`src/source/pwm_pkg.sv`:
```
`default_nettype none

package pwm_pkg;

	// Field widths of the settings.
	localparam int MODE_W  = 2;
	localparam int COUNT_W = 32;
	localparam int STEP_W  = 12;

	// Generator mode, as written by the host.
	typedef enum logic [MODE_W-1:0] {
		MODE_OFF   = 2'd0,
		MODE_STD   = 2'd1,
		MODE_HEART = 2'd2,
		MODE_RSVD  = 2'd3 // Behaves like off.
	} pwm_mode_t;

	// Period, thresholds and the counter.
	typedef logic [COUNT_W-1:0] count_t;

	// Heartbeat increment per period.
	typedef logic [STEP_W-1:0] step_t;

	// One complete set of channel settings.
	typedef struct packed {
		pwm_mode_t mode;
		count_t    period; // Cycles per period.
		count_t    thr1;   // Duty in standard mode, ramp start in heartbeat.
		count_t    thr2;   // Ramp limit.
		step_t     step;
	} pwm_cfg_t;

endpackage

`default_nettype wire

```
`src/source/wb_pkg.sv`:
```
`default_nettype none

package wb_pkg;

	localparam int WB_ADDR_W = 3;
	localparam int WB_DATA_W = 32;

	// Word address and data.
	typedef logic [WB_ADDR_W-1:0] wb_addr_t;
	typedef logic [WB_DATA_W-1:0] wb_data_t;

	// Host to slave.
	typedef struct packed {
		logic     cyc;
		logic     stb;
		logic     we;
		wb_addr_t adr;
		wb_data_t dat;
	} wb_req_t;

	// Slave to host.
	typedef struct packed {
		logic     ack;
		wb_data_t dat;
	} wb_rsp_t;

	// Register map, word offsets.
	localparam wb_addr_t REG_MODE   = 3'd0;
	localparam wb_addr_t REG_PERIOD = 3'd1;
	localparam wb_addr_t REG_THR1   = 3'd2;
	localparam wb_addr_t REG_THR2   = 3'd3;
	localparam wb_addr_t REG_STEP   = 3'd4;

endpackage

`default_nettype wire
```
`src/source/pwm_channel.sv`:
```
`timescale 1ns/10ps
`default_nettype none

module pwm_channel
	import pwm_pkg::*;
(
	input  wire logic     clk_i,
	input  wire logic     rst_i,
	input  wire pwm_cfg_t cfg_i,
	output logic          period_end_o,
	output logic          pwm_o
);

	count_t cnt_q;
	count_t cnt_d;
	count_t hthr_q;  // Heartbeat on-threshold.
	count_t hthr_d;
	logic   reload_q; // Load thr1 on heartbeat entry.
	logic   reload_d;
	logic   pwm_q;
	logic   pwm_d;
	logic   at_end;
	count_t step_ext;

	assign at_end   = (cnt_q == cfg_i.period - 1'b1);
	assign step_ext = count_t'(cfg_i.step);

	always_comb begin
		cnt_d    = cnt_q;
		hthr_d   = hthr_q;
		reload_d = reload_q;
		pwm_d    = 1'b0;

		case (cfg_i.mode)
			MODE_STD: begin
				reload_d = 1'b1;
				if (at_end) begin
					cnt_d = '0; // Low in the last cycle.
				end else begin
					cnt_d = cnt_q + 1'b1;
					pwm_d = (cnt_q < cfg_i.thr1);
				end
			end

			MODE_HEART: begin
				if (reload_q) begin
					hthr_d   = cfg_i.thr1;
					reload_d = 1'b0;
				end else if (hthr_q > cfg_i.thr2) begin
					// Ramp done, start over.
					cnt_d  = '0;
					hthr_d = cfg_i.thr1;
				end else if (at_end) begin
					cnt_d  = '0;
					hthr_d = hthr_q + step_ext; // Wider pulse next period.
				end else begin
					cnt_d = cnt_q + 1'b1;
					pwm_d = (cnt_q < hthr_q);
				end
			end

			default: begin
				// Off and reserved hold the counter and threshold.
				reload_d = 1'b1;
			end
		endcase
	end

	always_ff @(posedge clk_i) begin
		if (!rst_i) begin
			cnt_q    <= '0;
			hthr_q   <= '0;
			reload_q <= 1'b0;
			pwm_q    <= 1'b0;
		end else begin
			cnt_q    <= cnt_d;
			hthr_q   <= hthr_d;
			reload_q <= reload_d;
			pwm_q    <= pwm_d;
		end
	end

	assign period_end_o = at_end;
	assign pwm_o        = pwm_q;

endmodule

`default_nettype wire

```
`src/source/pwm_regs.sv`:
```
`timescale 1ns/10ps
`default_nettype none

module pwm_regs
	import pwm_pkg::*;
	import wb_pkg::*;
(
	input  wire logic    clk_i,
	input  wire logic    rst_i,
	input  wire wb_req_t wb_req_i,
	output wb_rsp_t      wb_rsp_o,
	output pwm_cfg_t     cfg_o,
	output logic         cfg_wr_o
);

	logic      req_new; // Open cycle not yet acked.
	logic      ack_q;
	logic      wr_en;
	wb_data_t  rd_data;
	wb_data_t  rd_data_q;

	// Host-visible settings.
	pwm_mode_t mode_q;
	count_t    period_q;
	count_t    thr1_q;
	count_t    thr2_q;
	step_t     step_q;

	assign req_new = wb_req_i.cyc && wb_req_i.stb && !ack_q;

	// Write lands on the ack cycle.
	assign wr_en = ack_q && wb_req_i.cyc && wb_req_i.stb && wb_req_i.we;

	// One wait cycle, then a single ack.
	always_ff @(posedge clk_i) begin
		if (!rst_i) begin
			ack_q <= 1'b0;
		end else begin
			ack_q <= req_new;
		end
	end

	always_ff @(posedge clk_i) begin
		if (!rst_i) begin
			mode_q   <= MODE_OFF;
			period_q <= '0;
			thr1_q   <= '0;
			thr2_q   <= '0;
			step_q   <= '0;
		end else if (wr_en) begin
			case (wb_req_i.adr)
				REG_MODE:   mode_q   <= pwm_mode_t'(wb_req_i.dat[MODE_W-1:0]);
				REG_PERIOD: period_q <= wb_req_i.dat;
				REG_THR1:   thr1_q   <= wb_req_i.dat;
				REG_THR2:   thr2_q   <= wb_req_i.dat;
				REG_STEP:   step_q   <= wb_req_i.dat[STEP_W-1:0];
				default:    ; // Unmapped, ignored.
			endcase
		end
	end

	// Read mux, narrow fields zero-extended.
	always_comb begin
		rd_data = '0;
		case (wb_req_i.adr)
			REG_MODE:   rd_data[MODE_W-1:0] = mode_q;
			REG_PERIOD: rd_data = period_q;
			REG_THR1:   rd_data = thr1_q;
			REG_THR2:   rd_data = thr2_q;
			REG_STEP:   rd_data[STEP_W-1:0] = step_q;
			default:    rd_data = '0;
		endcase
	end

	// Sampled together with the ack.
	always_ff @(posedge clk_i) begin
		if (req_new) begin
			rd_data_q <= rd_data;
		end
	end

	assign wb_rsp_o.ack = ack_q;
	assign wb_rsp_o.dat = rd_data_q;

	assign cfg_o.mode   = mode_q;
	assign cfg_o.period = period_q;
	assign cfg_o.thr1   = thr1_q;
	assign cfg_o.thr2   = thr2_q;
	assign cfg_o.step   = step_q;

	assign cfg_wr_o = wr_en;

endmodule

`default_nettype wire

```
`src/source/pwm_shadow.sv`:
```
`timescale 1ns/10ps
`default_nettype none

module pwm_shadow
	import pwm_pkg::*;
(
	input  wire logic     clk_i,
	input  wire logic     rst_i,
	input  wire pwm_cfg_t cfg_i,
	input  wire logic     cfg_wr_i,
	input  wire logic     period_end_i,
	output pwm_cfg_t      cfg_o
);

	logic     pending_q; // Host settings differ from the active ones.
	logic     active_run;
	logic     swap;
	pwm_cfg_t active_q;

	// Only a running waveform has a period to protect.
	assign active_run = (active_q.mode == MODE_STD) || (active_q.mode == MODE_HEART);

	assign swap = pending_q && (period_end_i || !active_run);

	always_ff @(posedge clk_i) begin
		if (!rst_i) begin
			active_q <= '0; // Mode off.
		end else if (swap) begin
			active_q <= cfg_i;
		end
	end

	// A write in the swap cycle keeps the flag.
	always_ff @(posedge clk_i) begin
		if (!rst_i) begin
			pending_q <= 1'b0;
		end else if (cfg_wr_i) begin
			pending_q <= 1'b1;
		end else if (swap) begin
			pending_q <= 1'b0;
		end
	end

	assign cfg_o = active_q;

endmodule

`default_nettype wire

```
`src/source/pwm_top.sv`:
```
`timescale 1ns/10ps
`default_nettype none

module pwm_top
	import pwm_pkg::*;
	import wb_pkg::*;
(
	input  wire logic    clk_i,
	input  wire logic    rst_i,
	input  wire wb_req_t wb_req_i,
	output wb_rsp_t      wb_rsp_o,
	output logic         pwm_o
);

	pwm_cfg_t cfg_host;   // As written by the host.
	pwm_cfg_t cfg_active; // As used by the generator.
	logic     cfg_wr;
	logic     period_end;

	pwm_regs u_regs (
		.clk_i    (clk_i),
		.rst_i    (rst_i),
		.wb_req_i (wb_req_i),
		.wb_rsp_o (wb_rsp_o),
		.cfg_o    (cfg_host),
		.cfg_wr_o (cfg_wr)
	);

	pwm_shadow u_shadow (
		.clk_i        (clk_i),
		.rst_i        (rst_i),
		.cfg_i        (cfg_host),
		.cfg_wr_i     (cfg_wr),
		.period_end_i (period_end),
		.cfg_o        (cfg_active)
	);

	pwm_channel u_channel (
		.clk_i        (clk_i),
		.rst_i        (rst_i),
		.cfg_i        (cfg_active),
		.period_end_o (period_end),
		.pwm_o        (pwm_o)
	);

endmodule

`default_nettype wire

```
`config.mk`:
```
export PLATFORM = sky130hd
export DESIGN_NAME = pwm_top
export DESIGN_NICKNAME = d
export VERILOG_FILES = /design/src/source/pwm_pkg.sv /design/src/source/wb_pkg.sv /design/src/source/pwm_channel.sv /design/src/source/pwm_regs.sv /design/src/source/pwm_shadow.sv /design/src/source/pwm_top.sv
export SDC_FILE = /design/constraint.sdc
export NUM_CORES = 1
export LEC_CHECK = 0
export BUFFER_PORTS_ARGS = -buffer_cell sky130_fd_sc_hd__buf_2
export CAP_MARGIN = 20
export CORE_AREA = 2 2 169 171
export CTS_BUF_LIST = sky130_fd_sc_hd__clkbuf_4
export CTS_CLUSTER_SIZE = 14
export DETAILED_ROUTE_END_ITERATION = 16
export DIE_AREA = 0 0 171 173
export PLACE_DENSITY = 0.8
export SLEW_MARGIN = 30
export SYNTH_ARGS = -nofsm -noshare
export SYNTH_HDL_FRONTEND = slang
export SYNTH_SLANG_ARGS = --single-unit
```
`constraint.sdc`:
```
create_clock -name clk_i -period 4.2 [get_ports clk_i]
set_input_delay 0.84 -clock clk_i [delete_from_list [all_inputs] [get_ports clk_i]]
set_output_delay 0.84 -clock clk_i [all_outputs]
set_load 0.02 [all_outputs]
```
* Yosys cells after proc, flatten, opt, wreduce, memory -nomap -nowiden
Cells that the tools add are included.
** Storage, ports and cells
- Memory bits (read-only) :: 0
- Input port bits :: 40
- Bits in latches :: 0
- Output and inout port bits :: 34
- Memories kept :: 0
- Bits in writable memories :: 0
- Register bits after elaboration :: 320
** Operators by class
- Equality and inequality tests :: 8
- Divide/modulo/power cells :: 0
- Reduce and logical (&&, ||, !) cells :: 21
- Multiplexer cells :: 18
- $mul :: 0
- Shift-type cells :: 0
- Bitwise operators :: 0
- $lt $le $gt $ge :: 3
- Add/subtract/negate cells :: 3
** Operator list (number)
- $mux W32 :: 6
- $lt A32 B32 Y1 :: 2
- $pmux W32 S2 :: 1
- $pmux W20 S3 :: 1
- $pmux W10 S4 :: 1
- $add A32 B1 Y32 const B :: 1
- $add A32 B12 Y32 :: 1
- $eq A32 B32 Y1 :: 1
- $gt A32 B32 Y1 :: 1
- $sub A32 B1 Y32 const B :: 1
- $reduce_and A2 Y1 :: 7
- $pmux W2 S5 :: 1
- $mux W1 :: 7
- $eq A3 B2 Y1 const B :: 2
- $logic_and A1 B1 Y1 :: 6
- $reduce_bool A2 Y1 :: 2
- $eq A3 B1 Y1 const B :: 1
- $eq A3 B3 Y1 const B :: 1
- $logic_not A3 Y1 :: 1
- $reduce_bool A3 Y1 :: 1
- $eq A2 B1 Y1 const B :: 1
- $eq A2 B2 Y1 const B :: 1
- $logic_not A1 Y1 :: 2
- $logic_or A1 B1 Y1 :: 2
- 2 further kinds :: 2

* Logic depth before layout (Yosys ltp)
- Depth after elaboration :: 7
- Gate-level depth with buffers :: 14

* Modules after synthesis
Synthesis repeated with hierarchy kept, for this count alone.
** Second synthesis, totals
- Cells, all modules :: 2385
- Area total of the unflattened synthesis :: 20497.2 um2
** By module, submodules not included
- pwm_channel :: area an instance 7937.6 um2, cells an instance 1046, instances 1
- pwm_shadow :: area an instance 6477.5 um2, cells an instance 786, instances 1
- pwm_regs :: area an instance 6082.1 um2, cells an instance 553, instances 1

* Worst setup path after synthesis
Ideal clock, no wire load.
- Kind :: register to register
- From :: register u_shadow.active_q (netlist bit u_shadow.cfg_o[84])
- To :: register u_shadow.active_q (netlist bit u_shadow.cfg_o[0])
- Library setup time :: 0.128 ns
- Stages on the path, launching flop included :: 13
- Slack :: 1.029 ns
- Arrival time :: 3.044 ns
- Clock period less this slack :: 3.171 ns
- Buffers on the path :: 3
- Data required time :: 4.072 ns
- Cell sequence :: dfxtp_1 -> or3_1 -> or3_1 -> a2111o_1 -> a221o_1 -> nor4_2 -> and2_1 -> a32oi_1 -> buf_6 -> buf_6 -> buf_6 -> nand3_1 -> o21ai_1
** On the way
- Word-level cells in the longest chain between the ends :: 4
** RTL lines
- start: declaration :: RTL line pwm_shadow.sv:18 : pwm_cfg_t active_q;
- start signal: assignment :: RTL line pwm_shadow.sv:29 : active_q <= cfg_i;
- $sub A32 B1 Y32 :: RTL line pwm_channel.sv:25 : assign at_end = (cnt_q == cfg_i.period - 1'b1);
- $eq A32 B32 Y1 :: RTL line pwm_channel.sv:25
- $logic_or A1 B1 Y1 :: RTL line pwm_shadow.sv:23 : assign swap = pending_q && (period_end_i || !active_run);
- $logic_and A1 B1 Y1 :: RTL line pwm_shadow.sv:23
No other way between the ends.
A chain may end at the register's enable or synchronous reset.

* Worst setup path after layout
- From :: register u_shadow.active_q (netlist bit u_shadow.cfg_o[87])
- To :: register u_channel.cnt_q[18]
** On the way
- Word-level cells in the longest chain between the ends :: 6
** RTL lines
- $sub A32 B1 Y32 (*) :: RTL line pwm_channel.sv:25
- $eq A32 B32 Y1 (*) :: RTL line pwm_channel.sv:25
- $mux W32 (*) :: RTL line pwm_channel.sv:37, pwm_channel.sv:53
- $mux W32 :: RTL line pwm_channel.sv:49 : end else if (hthr_q > cfg_i.thr2) begin
- $mux W32 :: RTL line pwm_channel.sv:46 : if (reload_q) begin
- $pmux W32 S2 (*) :: RTL line pwm_channel.sv:34 : case (cfg_i.mode)
- end signal: assignment :: RTL line pwm_channel.sv:76 : cnt_q <= cnt_d;
- end: declaration :: RTL line pwm_channel.sv:14 : count_t cnt_q;
Mark *: on every way between the ends. The rest lies on a longest branch, timed or not. The select of a mux whose other input is x is not followed.

==> key figures <==
Logic synthesis
  – Warning count from the yosys run: 0
  – Post-synthesis cell area: 17600 sq um
  – Synth top area share: 32.7%
  – Post-synth EDFFs: 32
  – Post-synthesis cell type count: 74
  – Predominant post-synthesis flop cell: dfxtp_1
  – Area leader, netlist: dfxtp_1
  – Synth Register Bits: 320
  – Cells taking the most area after synthesis: dfxtp_1, nand2_1, ha_1, edfxtp_1, nand3_1
  – Sequential share of the synthesized area: 38.2%
  – Asr flop ratio synth: 0%
  – Post-Syn Instances: 2206
  – Cell with the most instances after synthesis: nand2_1
  – Syn_nets: 2357
  – Synth top cells by count: nand2_1, dfxtp_1, nand3_1, a21oi_1, clkbuf_1
  – Avg Inst Size Synth: 7.99 sq um

Die
  – CORE AREA: 27600 sq um
  – Rows: 61
  – Die ar.: 29600 sq um
  – Starting Density: 63.8%
  – DIE WIDTH: 171 microns
  – Die height: 173 microns
  – Boundary Pins: 74

Global routing
  – Grt ovf: 0
  – Vias in the first global route: 15500
  – Largest net degree at the start of global routing: 217
  – Overall Global Routing Usage: 34.4%
  – Global-route wire length before repair: 81.7 mm
  – Initial antenna violation count: 1

Setup path
  – Slowest-stage cell, CP: nor4_2
  – Critical path's largest stage delay: 0.64 ns
  – Crit Path Category: reg -> reg
  – Worst setup SP type: flip-flop
  – Crit-path max FO: 23
  – Critical Path AT: 4.35 ns
  – Cell Chain, Critical Path: nor4_2, nand4_1, a211oi_1, a21oi_1, nor4_2, nand2_2, nor2_2, buf_4, nor4_1, a31o_2
  – CP required: 4.77 ns
  – Crit. End Element: flip-flop
  – WP buf/inv: 1
  – Most frequent CP cell: nor4_2
  – Top delay family on crit path: simple AND/OR/NAND/NOR gates

Pwr
  – Power, Total: 6360 uW
  – P_leak: 0.00697 uW
  – Max rail drop VDD: 0.333 mV
  – Power density cells: 332 nW/um^2

Drt
  – Vias: 16600
  – Wire per inst: 19.0 microns
  – TritonRoute pass-1 iters: 6
  – Final antenna-violating net count: 0
  – Starting DRT DRC Count: 1840
  – Vias per cell: 6.22
  – DRC: 0
  – Total wire length: 50.9 mm

Placement
  – PortBufs: 73
  – Hpwl dp: 35.5 mm
  – Post-place setup slack: 0.389 ns
  – Final GP Congestion: 0.954

Run
  – Max_cap viols: 0

Finish
  – Final Net Count: 2388
  – Layout cells sized above 1: 13.3%
  – Final Util: 69.3%
  – Area delta synth->final: 8.67%

Timing
  – Final period util: 90.2%
  – # setup viols final: 0
  – Final Critical Period: 3.79 ns
  – Slew headroom: 28.5%
  – Slew of the pin with the lowest slew margin: 1.07 ns
  – Final setup skew: 0.0733 ns
  – Setup slack after layout: 0.414 ns
  – Final Hold Vio Count: 0
  – Setup Total Neg Slack: 0 ns
  – RSZ-0062 raised after global routing: no
  – Max Fclk: 264 MHz
  – Max-slew violations: 0

Clock network
  – H-tree depth: 3
  – Total CTS buffers: 84
  – CTS tree: yes
  – Setup bufs post-CTS: 0
  – Clock Pin Slew Worst Setup and Hold Paths: 0.07 ns
  – Longest Clk Path Bufs: 3
  – Clock root cell: clkbuf_4
  – Clk_lat worst skew: 0.74 ns
  – Hold buffers post-CTS: 0
  – Clock Sinks: 320

Outcome
  – Status: finished, final reports clean

Hold path
  – Worst Hold Class: in -> reg
-- tightest hold or removal path, cell delays in order --
cell and delay, ns:
buf_2 0.12, nand2_1 0.05, a21oi_1 0.05
-- stage by stage --
step	hold WS, ns	area [sq um]	instances
4_1_cts	0.334	19100	2672
3_5_place_dp	0.450	18100	2529
5_1_grt	0.347	19200	2673
6_report	0.363	19200	2673
3_3_place_gp	0.445	18100	2529
2_1_floorplan	0.437	17600	2206
-- what timing repair did --
action | in CTS | in global routing
endpoints found under the setup margin | 0 | 1
endpoints found under the hold margin | 0 | 0
gates resized for setup | 0 | 1
-- report_power, final --
part           internal [uW]  switching [uW]  total, uW
registers               3110            63.3       3170
clock network           1410            1310       2720
logic                    166             294        460
-- placed cells by master (no fill, tap or decap), drive strengths merged, types with 35 or more instances in the layout --
cell	n
nand2	400
nor2	79
clkbuf	131
dfxtp	288
ha	110
buf	103
nand4	35
o21ai	159
inv	118
nand3	167
a21oi	158
nor3	46
-- final timing paths --
| path | from | end | slack, ns | depth (start not counted) |
|---|---|---|---|---|
| min reg2reg | u_regs.thr2_q[21] | u_shadow.cfg_o[33] | 0.42 | 2 |
| max | u_shadow.cfg_o[87] | u_channel.cnt_q[18] | 0.41 | 10 |
| max reg2reg | u_shadow.cfg_o[87] | u_channel.cnt_q[18] | 0.41 | 10 |
| min | wb_req_i[27] | u_regs.thr1_q[27] | 0.36 | 3 |
-- cell families after synthesis --
group	after synthesis	synth area share, %
compound gates	535	18.7
xor+xnor	44	2.19
fa+ha+maj	111	7.92
buf+inv	274	6.48
flops	320	38.2
mux	48	3.01
simple gates	874	23.5
-- state kept, by name, indices dropped and copies added (netlist names) --
| name | flops |
|---|---|
| u_shadow.pending_q | 1 |
| u_channel.cnt_q | 32 |
| u_regs.ack_q | 1 |
| u_shadow.cfg_o | 110 |
| u_regs.thr2_q | 32 |
| u_channel.pwm_o | 1 |
| u_regs.thr1_q | 32 |
| u_regs.period_q | 32 |
| u_regs.rd_data_q | 32 |
| u_regs.mode_q | 2 |
| u_regs.step_q | 12 |
| u_channel.hthr_q | 32 |
| u_channel.reload_q | 1 |
-- layout make-up --
| type | count | area [sq um] |
|---|---|---|
| Tap cell | 378 | 473 |
| Inverter | 115 | 434 |
| Clock inverter | 13 | 80.1 |
| Sequential cell | 320 | 6730 |
| Timing Repair Buffer | 104 | 672 |
| Multi-Input combinational cell | 1612 | 9790 |
| Fill cell | 2278 | 8470 |
| Antenna cell | 1 | 2.50 |
| Clock buffer | 130 | 976 |
-- metal layers --
layer,vias to the layer above,track usage [%],routed length [microns]
met5,-,0,0
met4,0,11.3,1220
met3,105,6.45,5800
met2,879,49.6,21700
met1,7653,51.4,22200
li1,7993,-,-
(Power assumes the default switching activity.)
